**config.mk**
```make
export PLATFORM = sky130hd
export DESIGN_NAME = prefetch_top
export DESIGN_NICKNAME = d
export VERILOG_FILES = /design/src/design/fetch_pkg.sv /design/src/design/wb_pkg.sv /design/src/design/wb_line_master.sv /design/src/design/prefetch_l0_buffer.sv /design/src/design/instr_aligner.sv /design/src/design/prefetch_top.sv
export SDC_FILE = /design/constraint.sdc
export NUM_CORES = 1
export LEC_CHECK = 0
export BUFFER_PORTS_ARGS = -buffer_cell sky130_fd_sc_hd__buf_2
export CORE_ASPECT_RATIO = 0.75
export CORE_MARGIN = 8
export CORE_UTILIZATION = 34
export DETAILED_ROUTE_END_ITERATION = 16
export GPL_TIMING_DRIVEN = 1
export RECOVER_POWER = 25
export SKIP_LAST_GASP = 1
export SYNTH_ARGS = -nofsm -noshare
export SYNTH_HDL_FRONTEND = slang
export SYNTH_HIERARCHICAL = 1
export SYNTH_SLANG_ARGS = --single-unit
```
**constraint.sdc**
```tcl
create_clock -name clk -period 17.6 [get_ports clk]
set_input_delay 5.28 -clock clk [delete_from_list [all_inputs] [get_ports clk]]
set_output_delay 5.28 -clock clk [all_outputs]
set_load 0.03 [all_outputs]
```
**src/design/fetch_pkg.sv**
```systemverilog
package fetch_pkg;

  ////////////////////////////////////////////////////////////////////////////
  // L0 prefetch buffer
  ////////////////////////////////////////////////////////////////////////////

  typedef enum logic [2:0] {
    EMPTY,        // Nothing fetched, waiting for first branch
    VALID_L0,     // Serving words from the stored line
    WAIT_GNT,     // Request pending, no grant yet
    WAIT_RVALID,  // Granted, line in flight
    WAIT_ABORTED  // Branch hit an in-flight line, drop it on arrival
  } l0_state_e;

  ////////////////////////////////////////////////////////////////////////////
  // Instruction aligner
  ////////////////////////////////////////////////////////////////////////////

  // Where the next instruction starts relative to the current fetch word
  typedef enum logic [1:0] {
    ALIGNED,   // Low halfword
    HALF,      // Upper halfword
    STRADDLE   // 32-bit instr, upper half lives in next word
  } align_state_e;

  // One fetch word or one expanded instruction
  typedef logic [31:0] instr_word_t;

endpackage

```
**src/design/wb_pkg.sv**
```systemverilog
package wb_pkg;

  ////////////////////////////////////////////////////////////////////////////
  // Wishbone classic read master
  ////////////////////////////////////////////////////////////////////////////

  typedef enum logic {
    WB_IDLE,  // Bus free, cyc/stb low
    WB_BUSY   // Cycle open, waiting for ack
  } wb_state_e;

  // Byte address of an instruction line
  // Offset bits inside the line go out as zero
  typedef logic [31:0] line_addr_t;

endpackage

```
**src/design/wb_line_master.sv**
```systemverilog
`timescale 1ns/1ns

module wb_line_master #(
  parameter int LINE_WIDTH = 128
) (
  input  logic                   clk,
  input  logic                   rst_n,

  // Request side, from the prefetch buffer
  input  logic                   req_i,
  input  wb_pkg::line_addr_t     addr_i,
  output logic                   gnt_o,
  output logic                   rvalid_o,
  output logic [LINE_WIDTH-1:0]  rdata_o,

  // Wishbone classic, read only
  output logic                   wb_cyc_o,
  output logic                   wb_stb_o,
  output wb_pkg::line_addr_t     wb_adr_o,
  input  logic [LINE_WIDTH-1:0]  wb_dat_i,
  input  logic                   wb_ack_i
);

  localparam int OFFSET_BITS = $clog2(LINE_WIDTH / 8);  // Byte offset within a line

  wb_pkg::wb_state_e  state_q, state_d;
  wb_pkg::line_addr_t adr_q;
  wb_pkg::line_addr_t line_adr;   // Request address, offset cleared

  // Free bus, or the running cycle ends this very cycle
  assign gnt_o = req_i & ((state_q == wb_pkg::WB_IDLE) |
                          ((state_q == wb_pkg::WB_BUSY) & wb_ack_i));

  // Data goes straight through in the ack cycle
  assign rvalid_o = (state_q == wb_pkg::WB_BUSY) & wb_ack_i;
  assign rdata_o  = wb_dat_i;

  assign wb_cyc_o = (state_q == wb_pkg::WB_BUSY);
  assign wb_stb_o = (state_q == wb_pkg::WB_BUSY);  // Single transfer per cycle
  assign wb_adr_o = adr_q;

  always_comb
  begin
    line_adr                  = addr_i;
    line_adr[OFFSET_BITS-1:0] = '0;
  end

  ////////////////////////////////////////////////////////////////////////////
  // Bus cycle FSM
  ////////////////////////////////////////////////////////////////////////////

  always_comb
  begin
    state_d = state_q;
    case (state_q)
      wb_pkg::WB_IDLE:
      begin
        if (gnt_o)
          state_d = wb_pkg::WB_BUSY;
      end
      wb_pkg::WB_BUSY:
      begin
        // Back-to-back: ack and new grant keep the cycle open
        if (wb_ack_i && !gnt_o)
          state_d = wb_pkg::WB_IDLE;
      end
      default: state_d = wb_pkg::WB_IDLE;
    endcase
  end

  always_ff @(posedge clk or negedge rst_n)
  begin
    if (!rst_n)
      state_q <= wb_pkg::WB_IDLE;
    else
      state_q <= state_d;
  end

  // Address held stable until ack
  always_ff @(posedge clk)
  begin
    if (gnt_o)
      adr_q <= line_adr;
  end

endmodule

```
**src/design/prefetch_l0_buffer.sv**
```systemverilog
`timescale 1ns/1ns

module prefetch_l0_buffer #(
  parameter int LINE_WIDTH = 128
) (
  input  logic                    clk,
  input  logic                    rst_n,

  input  logic                    branch_i,
  input  logic                    ready_i,
  input  logic [31:0]             addr_i,      // Branch target

  output logic                    valid_o,
  output fetch_pkg::instr_word_t  rdata_o,
  output logic [31:0]             addr_o,

  output logic                    unaligned_valid_o,
  output fetch_pkg::instr_word_t  unaligned_rdata_o,

  // Line request port towards the bus master
  output logic                    instr_req_o,
  output wb_pkg::line_addr_t      instr_addr_o,
  input  logic                    instr_gnt_i,
  input  logic                    instr_rvalid_i,
  input  logic [LINE_WIDTH-1:0]   instr_rdata_i,

  output logic                    busy_o
);

  localparam int NUM_WORDS  = LINE_WIDTH / 32;
  localparam int LINE_BYTES = LINE_WIDTH / 8;

  fetch_pkg::l0_state_e  state_q, state_d;
  wb_pkg::line_addr_t    line_addr_q;          // Line being served or fetched
  logic [1:0]            ptr_q, ptr_d;         // Word within the line
  logic                  next_line;            // Step line_addr_q to next line
  logic                  clear_buf;

  fetch_pkg::instr_word_t [NUM_WORDS-1:0] line_in;   // Arriving line, word view
  fetch_pkg::instr_word_t [NUM_WORDS-1:0] line_q;    // Stored line
  fetch_pkg::instr_word_t [NUM_WORDS-1:0] cur_line;  // Whichever one is served
  logic                  line_valid_q;
  logic [15:0]           prev_half_q;          // Upper half of previous line's last word
  logic                  prev_valid_q;

  logic                  serving_live;
  logic                  word_ok;
  logic [15:0]           low_half;
  logic                  low_ok;

  wb_pkg::line_addr_t    branch_line;
  wb_pkg::line_addr_t    seq_line;

  assign line_in     = instr_rdata_i;
  assign branch_line = {addr_i[31:4], 4'b0000};
  assign seq_line    = line_addr_q + LINE_BYTES;
  assign busy_o      = (state_q != fetch_pkg::EMPTY);

  ////////////////////////////////////////////////////////////////////////////
  // Word and halfword-straddling views
  ////////////////////////////////////////////////////////////////////////////

  always_comb
  begin
    serving_live = (state_q == fetch_pkg::WAIT_RVALID);  // Bypass in rvalid cycle
    cur_line     = serving_live ? line_in : line_q;
    word_ok      = serving_live ? instr_rvalid_i : (state_q == fetch_pkg::VALID_L0);

    if (ptr_q == 2'd0)
    begin
      // Lower half comes from the previous line
      // While live, that line is still the stored one
      low_half = serving_live ? line_q[NUM_WORDS-1][31:16] : prev_half_q;
      low_ok   = serving_live ? line_valid_q : prev_valid_q;
    end
    else
    begin
      low_half = cur_line[ptr_q - 2'd1][31:16];
      low_ok   = 1'b1;
    end

    rdata_o           = cur_line[ptr_q];
    addr_o            = line_addr_q + {28'd0, ptr_q, 2'b00};
    valid_o           = word_ok & ~branch_i;          // Nothing stale during a branch
    unaligned_rdata_o = {cur_line[ptr_q][15:0], low_half};
    unaligned_valid_o = word_ok & low_ok & ~branch_i;
  end

  ////////////////////////////////////////////////////////////////////////////
  // Fetch FSM
  ////////////////////////////////////////////////////////////////////////////

  always_comb
  begin
    state_d      = state_q;
    ptr_d        = ptr_q;
    instr_req_o  = 1'b0;
    instr_addr_o = branch_line;
    next_line    = 1'b0;
    clear_buf    = 1'b0;

    case (state_q)
      fetch_pkg::EMPTY:
      begin
        instr_req_o = branch_i;  // First fetch starts at the target
      end

      fetch_pkg::WAIT_GNT:
      begin
        instr_req_o = 1'b1;
        if (!branch_i)
          instr_addr_o = line_addr_q;  // Already points at the wanted line
      end

      fetch_pkg::WAIT_RVALID:
      begin
        if (branch_i)
        begin
          if (instr_rvalid_i)
            instr_req_o = 1'b1;          // Bus free now, go to target
          else
            state_d = fetch_pkg::WAIT_ABORTED;
        end
        else if (instr_rvalid_i)
        begin
          state_d = fetch_pkg::VALID_L0;
          if (ready_i)
          begin
            if (&ptr_q)
            begin
              // Last word taken at once, prefetch next line
              instr_req_o  = 1'b1;
              instr_addr_o = seq_line;
              next_line    = 1'b1;
              ptr_d        = 2'd0;
            end
            else
            begin
              ptr_d = ptr_q + 2'd1;
            end
          end
        end
      end

      fetch_pkg::VALID_L0:
      begin
        if (branch_i)
          instr_req_o = 1'b1;
        else if (ready_i)
        begin
          if (&ptr_q)
          begin
            instr_req_o  = 1'b1;  // Line used up
            instr_addr_o = seq_line;
            next_line    = 1'b1;
            ptr_d        = 2'd0;
          end
          else
          begin
            ptr_d = ptr_q + 2'd1;
          end
        end
      end

      fetch_pkg::WAIT_ABORTED:
      begin
        clear_buf = 1'b1;  // Stale line must not land
        if (instr_rvalid_i)
        begin
          instr_req_o = 1'b1;
          if (!branch_i)
            instr_addr_o = line_addr_q;
        end
      end

      default:
      begin
        state_d   = fetch_pkg::EMPTY;
        clear_buf = 1'b1;
      end
    endcase

    // Every request ends up waiting for grant or data
    if (instr_req_o)
      state_d = instr_gnt_i ? fetch_pkg::WAIT_RVALID : fetch_pkg::WAIT_GNT;
  end

  always_ff @(posedge clk or negedge rst_n)
  begin
    if (!rst_n)
    begin
      state_q     <= fetch_pkg::EMPTY;
      line_addr_q <= '0;
      ptr_q       <= '0;
    end
    else
    begin
      state_q <= state_d;
      if (branch_i)
      begin
        line_addr_q <= branch_line;
        ptr_q       <= addr_i[3:2];  // Start at target word
      end
      else
      begin
        if (next_line)
          line_addr_q <= seq_line;
        ptr_q <= ptr_d;
      end
    end
  end

  ////////////////////////////////////////////////////////////////////////////
  // Line storage
  ////////////////////////////////////////////////////////////////////////////

  always_ff @(posedge clk or negedge rst_n)
  begin
    if (!rst_n)
    begin
      line_valid_q <= 1'b0;
      prev_valid_q <= 1'b0;
    end
    else if (branch_i || clear_buf)
    begin
      line_valid_q <= 1'b0;
      prev_valid_q <= 1'b0;
    end
    else if (instr_rvalid_i)
    begin
      line_valid_q <= 1'b1;
      prev_valid_q <= line_valid_q;  // Old line becomes the previous one
    end
  end

  always_ff @(posedge clk)
  begin
    if (instr_rvalid_i && !branch_i && !clear_buf)
    begin
      line_q <= line_in;
      if (line_valid_q)
        prev_half_q <= line_q[NUM_WORDS-1][31:16];
    end
  end

endmodule

```
**src/design/instr_aligner.sv**
```systemverilog
`timescale 1ns/1ns

module instr_aligner (
  input  logic                    clk,
  input  logic                    rst_n,

  input  logic                    branch_i,
  input  logic [31:0]             branch_addr_i,

  // Word stream from the L0 buffer
  input  logic                    valid_i,
  input  fetch_pkg::instr_word_t  rdata_i,
  input  logic [31:0]             addr_i,
  input  logic                    unaligned_valid_i,
  input  fetch_pkg::instr_word_t  unaligned_rdata_i,
  output logic                    ready_o,

  // Instruction stream to the next stage
  output logic                    instr_valid_o,
  output fetch_pkg::instr_word_t  instr_rdata_o,
  output logic [31:0]             instr_addr_o,
  output logic                    instr_compressed_o,
  input  logic                    instr_ready_i
);

  fetch_pkg::align_state_e state_q, state_d;
  logic                    take;  // Word available and downstream ready

  assign take = valid_i & instr_ready_i;

  always_comb
  begin
    state_d            = state_q;
    ready_o            = 1'b0;
    instr_valid_o      = 1'b0;
    instr_rdata_o      = rdata_i;
    instr_addr_o       = addr_i;
    instr_compressed_o = 1'b0;

    case (state_q)
      fetch_pkg::ALIGNED:
      begin
        instr_valid_o = valid_i;
        if (rdata_i[1:0] == 2'b11)
        begin
          ready_o = take;  // Full word, consume it
        end
        else
        begin
          instr_rdata_o      = {16'h0000, rdata_i[15:0]};
          instr_compressed_o = 1'b1;
          if (take)
            state_d = fetch_pkg::HALF;  // Same word, upper half next
        end
      end

      fetch_pkg::HALF:
      begin
        ready_o = take;  // Upper half always finishes the word
        if (rdata_i[17:16] != 2'b11)
        begin
          instr_valid_o      = valid_i;
          instr_rdata_o      = {16'h0000, rdata_i[31:16]};
          instr_addr_o       = addr_i + 32'd2;
          instr_compressed_o = 1'b1;
          if (take)
            state_d = fetch_pkg::ALIGNED;
        end
        else if (take)
        begin
          state_d = fetch_pkg::STRADDLE;  // Start of 32-bit instr, nothing emitted
        end
      end

      fetch_pkg::STRADDLE:
      begin
        // Buffer glues the upper half in, word stays in place
        instr_valid_o = unaligned_valid_i;
        instr_rdata_o = unaligned_rdata_i;
        instr_addr_o  = addr_i - 32'd2;
        if (unaligned_valid_i && instr_ready_i)
          state_d = fetch_pkg::HALF;
      end

      default: state_d = fetch_pkg::ALIGNED;
    endcase
  end

  always_ff @(posedge clk or negedge rst_n)
  begin
    if (!rst_n)
      state_q <= fetch_pkg::ALIGNED;
    else if (branch_i)
      state_q <= branch_addr_i[1] ? fetch_pkg::HALF : fetch_pkg::ALIGNED;  // Target parity
    else
      state_q <= state_d;
  end

endmodule

```
**src/design/prefetch_top.sv**
```systemverilog
`timescale 1ns/1ns

module prefetch_top #(
  parameter int LINE_WIDTH = 128
) (
  input  logic                    clk,
  input  logic                    rst_n,

  input  logic                    branch_i,
  input  logic [31:0]             branch_addr_i,

  output logic                    instr_valid_o,
  output fetch_pkg::instr_word_t  instr_rdata_o,
  output logic [31:0]             instr_addr_o,
  output logic                    instr_compressed_o,
  input  logic                    instr_ready_i,

  output logic                    wb_cyc_o,
  output logic                    wb_stb_o,
  output wb_pkg::line_addr_t      wb_adr_o,
  input  logic [LINE_WIDTH-1:0]   wb_dat_i,
  input  logic                    wb_ack_i,

  output logic                    busy_o
);

  // Buffer to master
  logic                    line_req;
  wb_pkg::line_addr_t      line_addr;
  logic                    line_gnt;
  logic                    line_rvalid;
  logic [LINE_WIDTH-1:0]   line_rdata;

  // Buffer to aligner
  logic                    fetch_valid;
  fetch_pkg::instr_word_t  fetch_rdata;
  logic [31:0]             fetch_addr;
  logic                    fetch_unaligned_valid;
  fetch_pkg::instr_word_t  fetch_unaligned_rdata;
  logic                    fetch_ready;

  wb_line_master #(
    .LINE_WIDTH (LINE_WIDTH)
  ) i_wb_line_master (
    .clk      (clk),
    .rst_n    (rst_n),
    .req_i    (line_req),
    .addr_i   (line_addr),
    .gnt_o    (line_gnt),
    .rvalid_o (line_rvalid),
    .rdata_o  (line_rdata),
    .wb_cyc_o (wb_cyc_o),
    .wb_stb_o (wb_stb_o),
    .wb_adr_o (wb_adr_o),
    .wb_dat_i (wb_dat_i),
    .wb_ack_i (wb_ack_i)
  );

  prefetch_l0_buffer #(
    .LINE_WIDTH (LINE_WIDTH)
  ) i_prefetch_l0_buffer (
    .clk               (clk),
    .rst_n             (rst_n),
    .branch_i          (branch_i),
    .ready_i           (fetch_ready),
    .addr_i            (branch_addr_i),
    .valid_o           (fetch_valid),
    .rdata_o           (fetch_rdata),
    .addr_o            (fetch_addr),
    .unaligned_valid_o (fetch_unaligned_valid),
    .unaligned_rdata_o (fetch_unaligned_rdata),
    .instr_req_o       (line_req),
    .instr_addr_o      (line_addr),
    .instr_gnt_i       (line_gnt),
    .instr_rvalid_i    (line_rvalid),
    .instr_rdata_i     (line_rdata),
    .busy_o            (busy_o)
  );

  instr_aligner i_instr_aligner (
    .clk                (clk),
    .rst_n              (rst_n),
    .branch_i           (branch_i),
    .branch_addr_i      (branch_addr_i),
    .valid_i            (fetch_valid),
    .rdata_i            (fetch_rdata),
    .addr_i             (fetch_addr),
    .unaligned_valid_i  (fetch_unaligned_valid),
    .unaligned_rdata_i  (fetch_unaligned_rdata),
    .ready_o            (fetch_ready),
    .instr_valid_o      (instr_valid_o),
    .instr_rdata_o      (instr_rdata_o),
    .instr_addr_o       (instr_addr_o),
    .instr_compressed_o (instr_compressed_o),
    .instr_ready_i      (instr_ready_i)
  );

endmodule

```
==> qor.csv <==
metric;value;unit
ctsHoldBuffers;0;
slowest_delay;700;ps
post_drt_wl_per_cell;23.26;microns
grt_util_all_layers;18.76;%
viasPerCell;5.775;
ys_warn_count;6;
antenna_left;0;
worstHoldStart;i_prefetch_l0_buffer/line_q[114];
status;finished, final reports clean;
tightest_slew;1289;ps
r2r-start;i_prefetch_l0_buffer/state_q[0];
grt_pass1_vias;12670;
timing.rr.end;i_wb_line_master/wb_adr_o[21];
path_class;input port to primary output;
reg2reg_depth;13;
vias;13250;
wl_met3;5596;microns
drive_above_1_share;22.81;%
cpMostUsedCell;nand2_1;
syn_area_per_cell;9.817;sq um
reg2reg_slack;11600;ps
max_freq;0.07489;GHz
grt_pass1_wl;79960;microns
nFillCells;4751;
initial_core_util;34.24;%
ir_drop;0.1087;mV
drt_iter0_drc;1588;
final_max_slew_viol_count;0;
startpoint_type;input port;
io_buffers;259;
netlist_area;16110;sq um
crit_fanout;14;
remaining_drc_errors;0;
cp_data_required_time;12320;ps
register_area;6118;sq um
worst_skew_pair.late_latency;550;ps
cts_sinks;210;
grt_overflow;0;
htreeDepth;1;
cts_tree;built;
wirelength;53350;microns
routabilityCongestion;0.8671;
hold_ws;505.3;ps
wl_met1;23620;microns
power_density;135.2;nW/um^2
post_cts_buffers;0;
numCtsBuffers;25;
relSlewSlack;12.89;%
grt_max_degree;110;
grt_antenna_before_repair;6;
maxCapViolCount;0;
top_layer;met5;
clock_path_buffers;3;
cts_root_buffer;clkbuf_16;
num_rows;69;
cts_resized;0;
ios;266;
die_h;204.5;microns
syn-instance-count;1641;
cpMaxStageDelayCell;or3_1;
area_growth;7.503;%
power_leakage;6.192;nW
crit_arrival;8070;ps
hold_violations;0;
wl_met2;23160;microns
die_area;54670;sq um
setup_violations;0;
hold-path-endpoint;i_prefetch_l0_buffer/prev_half_q[2];
clk_pin_slew_worst_paths;60;ps
tns;0;ps
rsz0062_at_grt;no;
first_pass_iters;8;
path_cells;clkbuf_1, mux4_2, nand2_1, nand2_1, nand2_1, nor2_1, or3_1, a222oi_1, inv_1, buf_2;
dp_hpwl;37850;microns
die_w;267.3;microns
layout_min_cycle_time;13350;ps
hold_path_depth;0;
fin_crit_sh;75.87;%
core_area;47050;sq um
multi_input_area;7988;sq um
fin_skew;13.94;ps
layout.nets;1809;
crit_path_end_kind;primary output;
hold_class;flop to flop;
## worst max path at each step
stage                      start                 to  slack (ps)  cells after the start
floorplan           wb_dat_i[80]  instr_rdata_o[11]        4980                     11
global placement    wb_dat_i[80]  instr_rdata_o[11]        4400                     10
detailed placement  wb_dat_i[80]  instr_rdata_o[11]        4320                     10
CTS                 wb_dat_i[80]  instr_rdata_o[11]        4310                     10
global route        wb_dat_i[16]  instr_rdata_o[10]        4130                     10
finish              wb_dat_i[80]  instr_rdata_o[11]        4250                     10
## layer usage
metal / GRT usage, % / vias to the layer above
met4: 3.221 / 10
met1: 27.49 / 6572
met5: 0 / -
met3: 4.870 / 76
li1: - / 5964
met2: 27.95 / 625
## critical path, delay by kind of cell
| family | cells | cell delay, ps |
|---|---|---|
| compound gates | 1 | 530 |
| buf+inv | 3 | 410 |
| mux | 1 | 460 |
| simple gates | 5 | 1390 |
## final cells by class
| type | count | share of cell area (%) |
|---|---|---|
| Sequential cell | 210 | 35.33 |
| Antenna cell | 2 | 0.02890 |
| Tap cell | 639 | 4.617 |
| Multi-Input combinational cell | 1073 | 46.12 |
| Timing Repair Buffer | 285 | 8.121 |
| Clock inverter | 15 | 1.192 |
| Inverter | 40 | 0.8670 |
| Clock buffer | 30 | 3.721 |
## placed cells by master, fill, tap and decap left out, types with 8 or more instances in the layout
cell type / instances
a211oi_1: 25
a21oi_1: 41
a221o_1: 17
a222oi_1: 16
a22o_1: 20
a22oi_1: 13
a31oi_1: 23
and2_1: 22
and3_1: 10
buf_2: 181
buf_4: 25
clkbuf_1: 83
clkbuf_16: 25
dfrtp_1: 36
edfxtp_1: 172
ha_1: 8
inv_1: 39
mux2_2: 10
mux2i_1: 27
mux4_2: 96
nand2_1: 248
nand2b_1: 13
nand3_1: 38
nand4_1: 25
nor2_1: 87
nor3_1: 28
nor4_1: 21
o21ai_0: 96
o221ai_1: 18
o31ai_1: 10
or3_1: 17
or4_1: 14
xnor2_1: 16
xor2_1: 21
## through the flow
step,std cells,area (sq um),util [%],power [mW],worst slack (ps)
after global placement,2247,16560,35.19,1.788,4400
final,2294,17320,36.81,2.341,4247
after CTS,2292,17410,37.00,2.367,4307
after detailed placement,2247,16560,35.19,1.804,4323
after floorplan,1645,16120,-,1.527,4979
after global routing,2292,17310,36.80,2.470,4134
## state kept, by name (all words and copies together) (netlist names)
name                               count
i_prefetch_l0_buffer/line_valid_q      1
i_prefetch_l0_buffer/prev_valid_q      1
i_prefetch_l0_buffer/line_addr_q      28
i_prefetch_l0_buffer/ptr_q             2
i_prefetch_l0_buffer/state_q           3
i_instr_aligner/state_q                2
i_wb_line_master/wb_cyc_o              1
i_wb_line_master/wb_adr_o             28
i_prefetch_l0_buffer/line_q          128
i_prefetch_l0_buffer/prev_half_q      16
## power by group
part	total (mW)	switching, mW	leakage [nW]	internal (mW)
logic	1.08	0.693	3.72	0.386
clock network	0.553	0.219	0.405	0.334
registers	0.709	0.0609	2.06	0.648
total	2.34	0.973	6.19	1.37
Power figures use the tool's default switching activity.
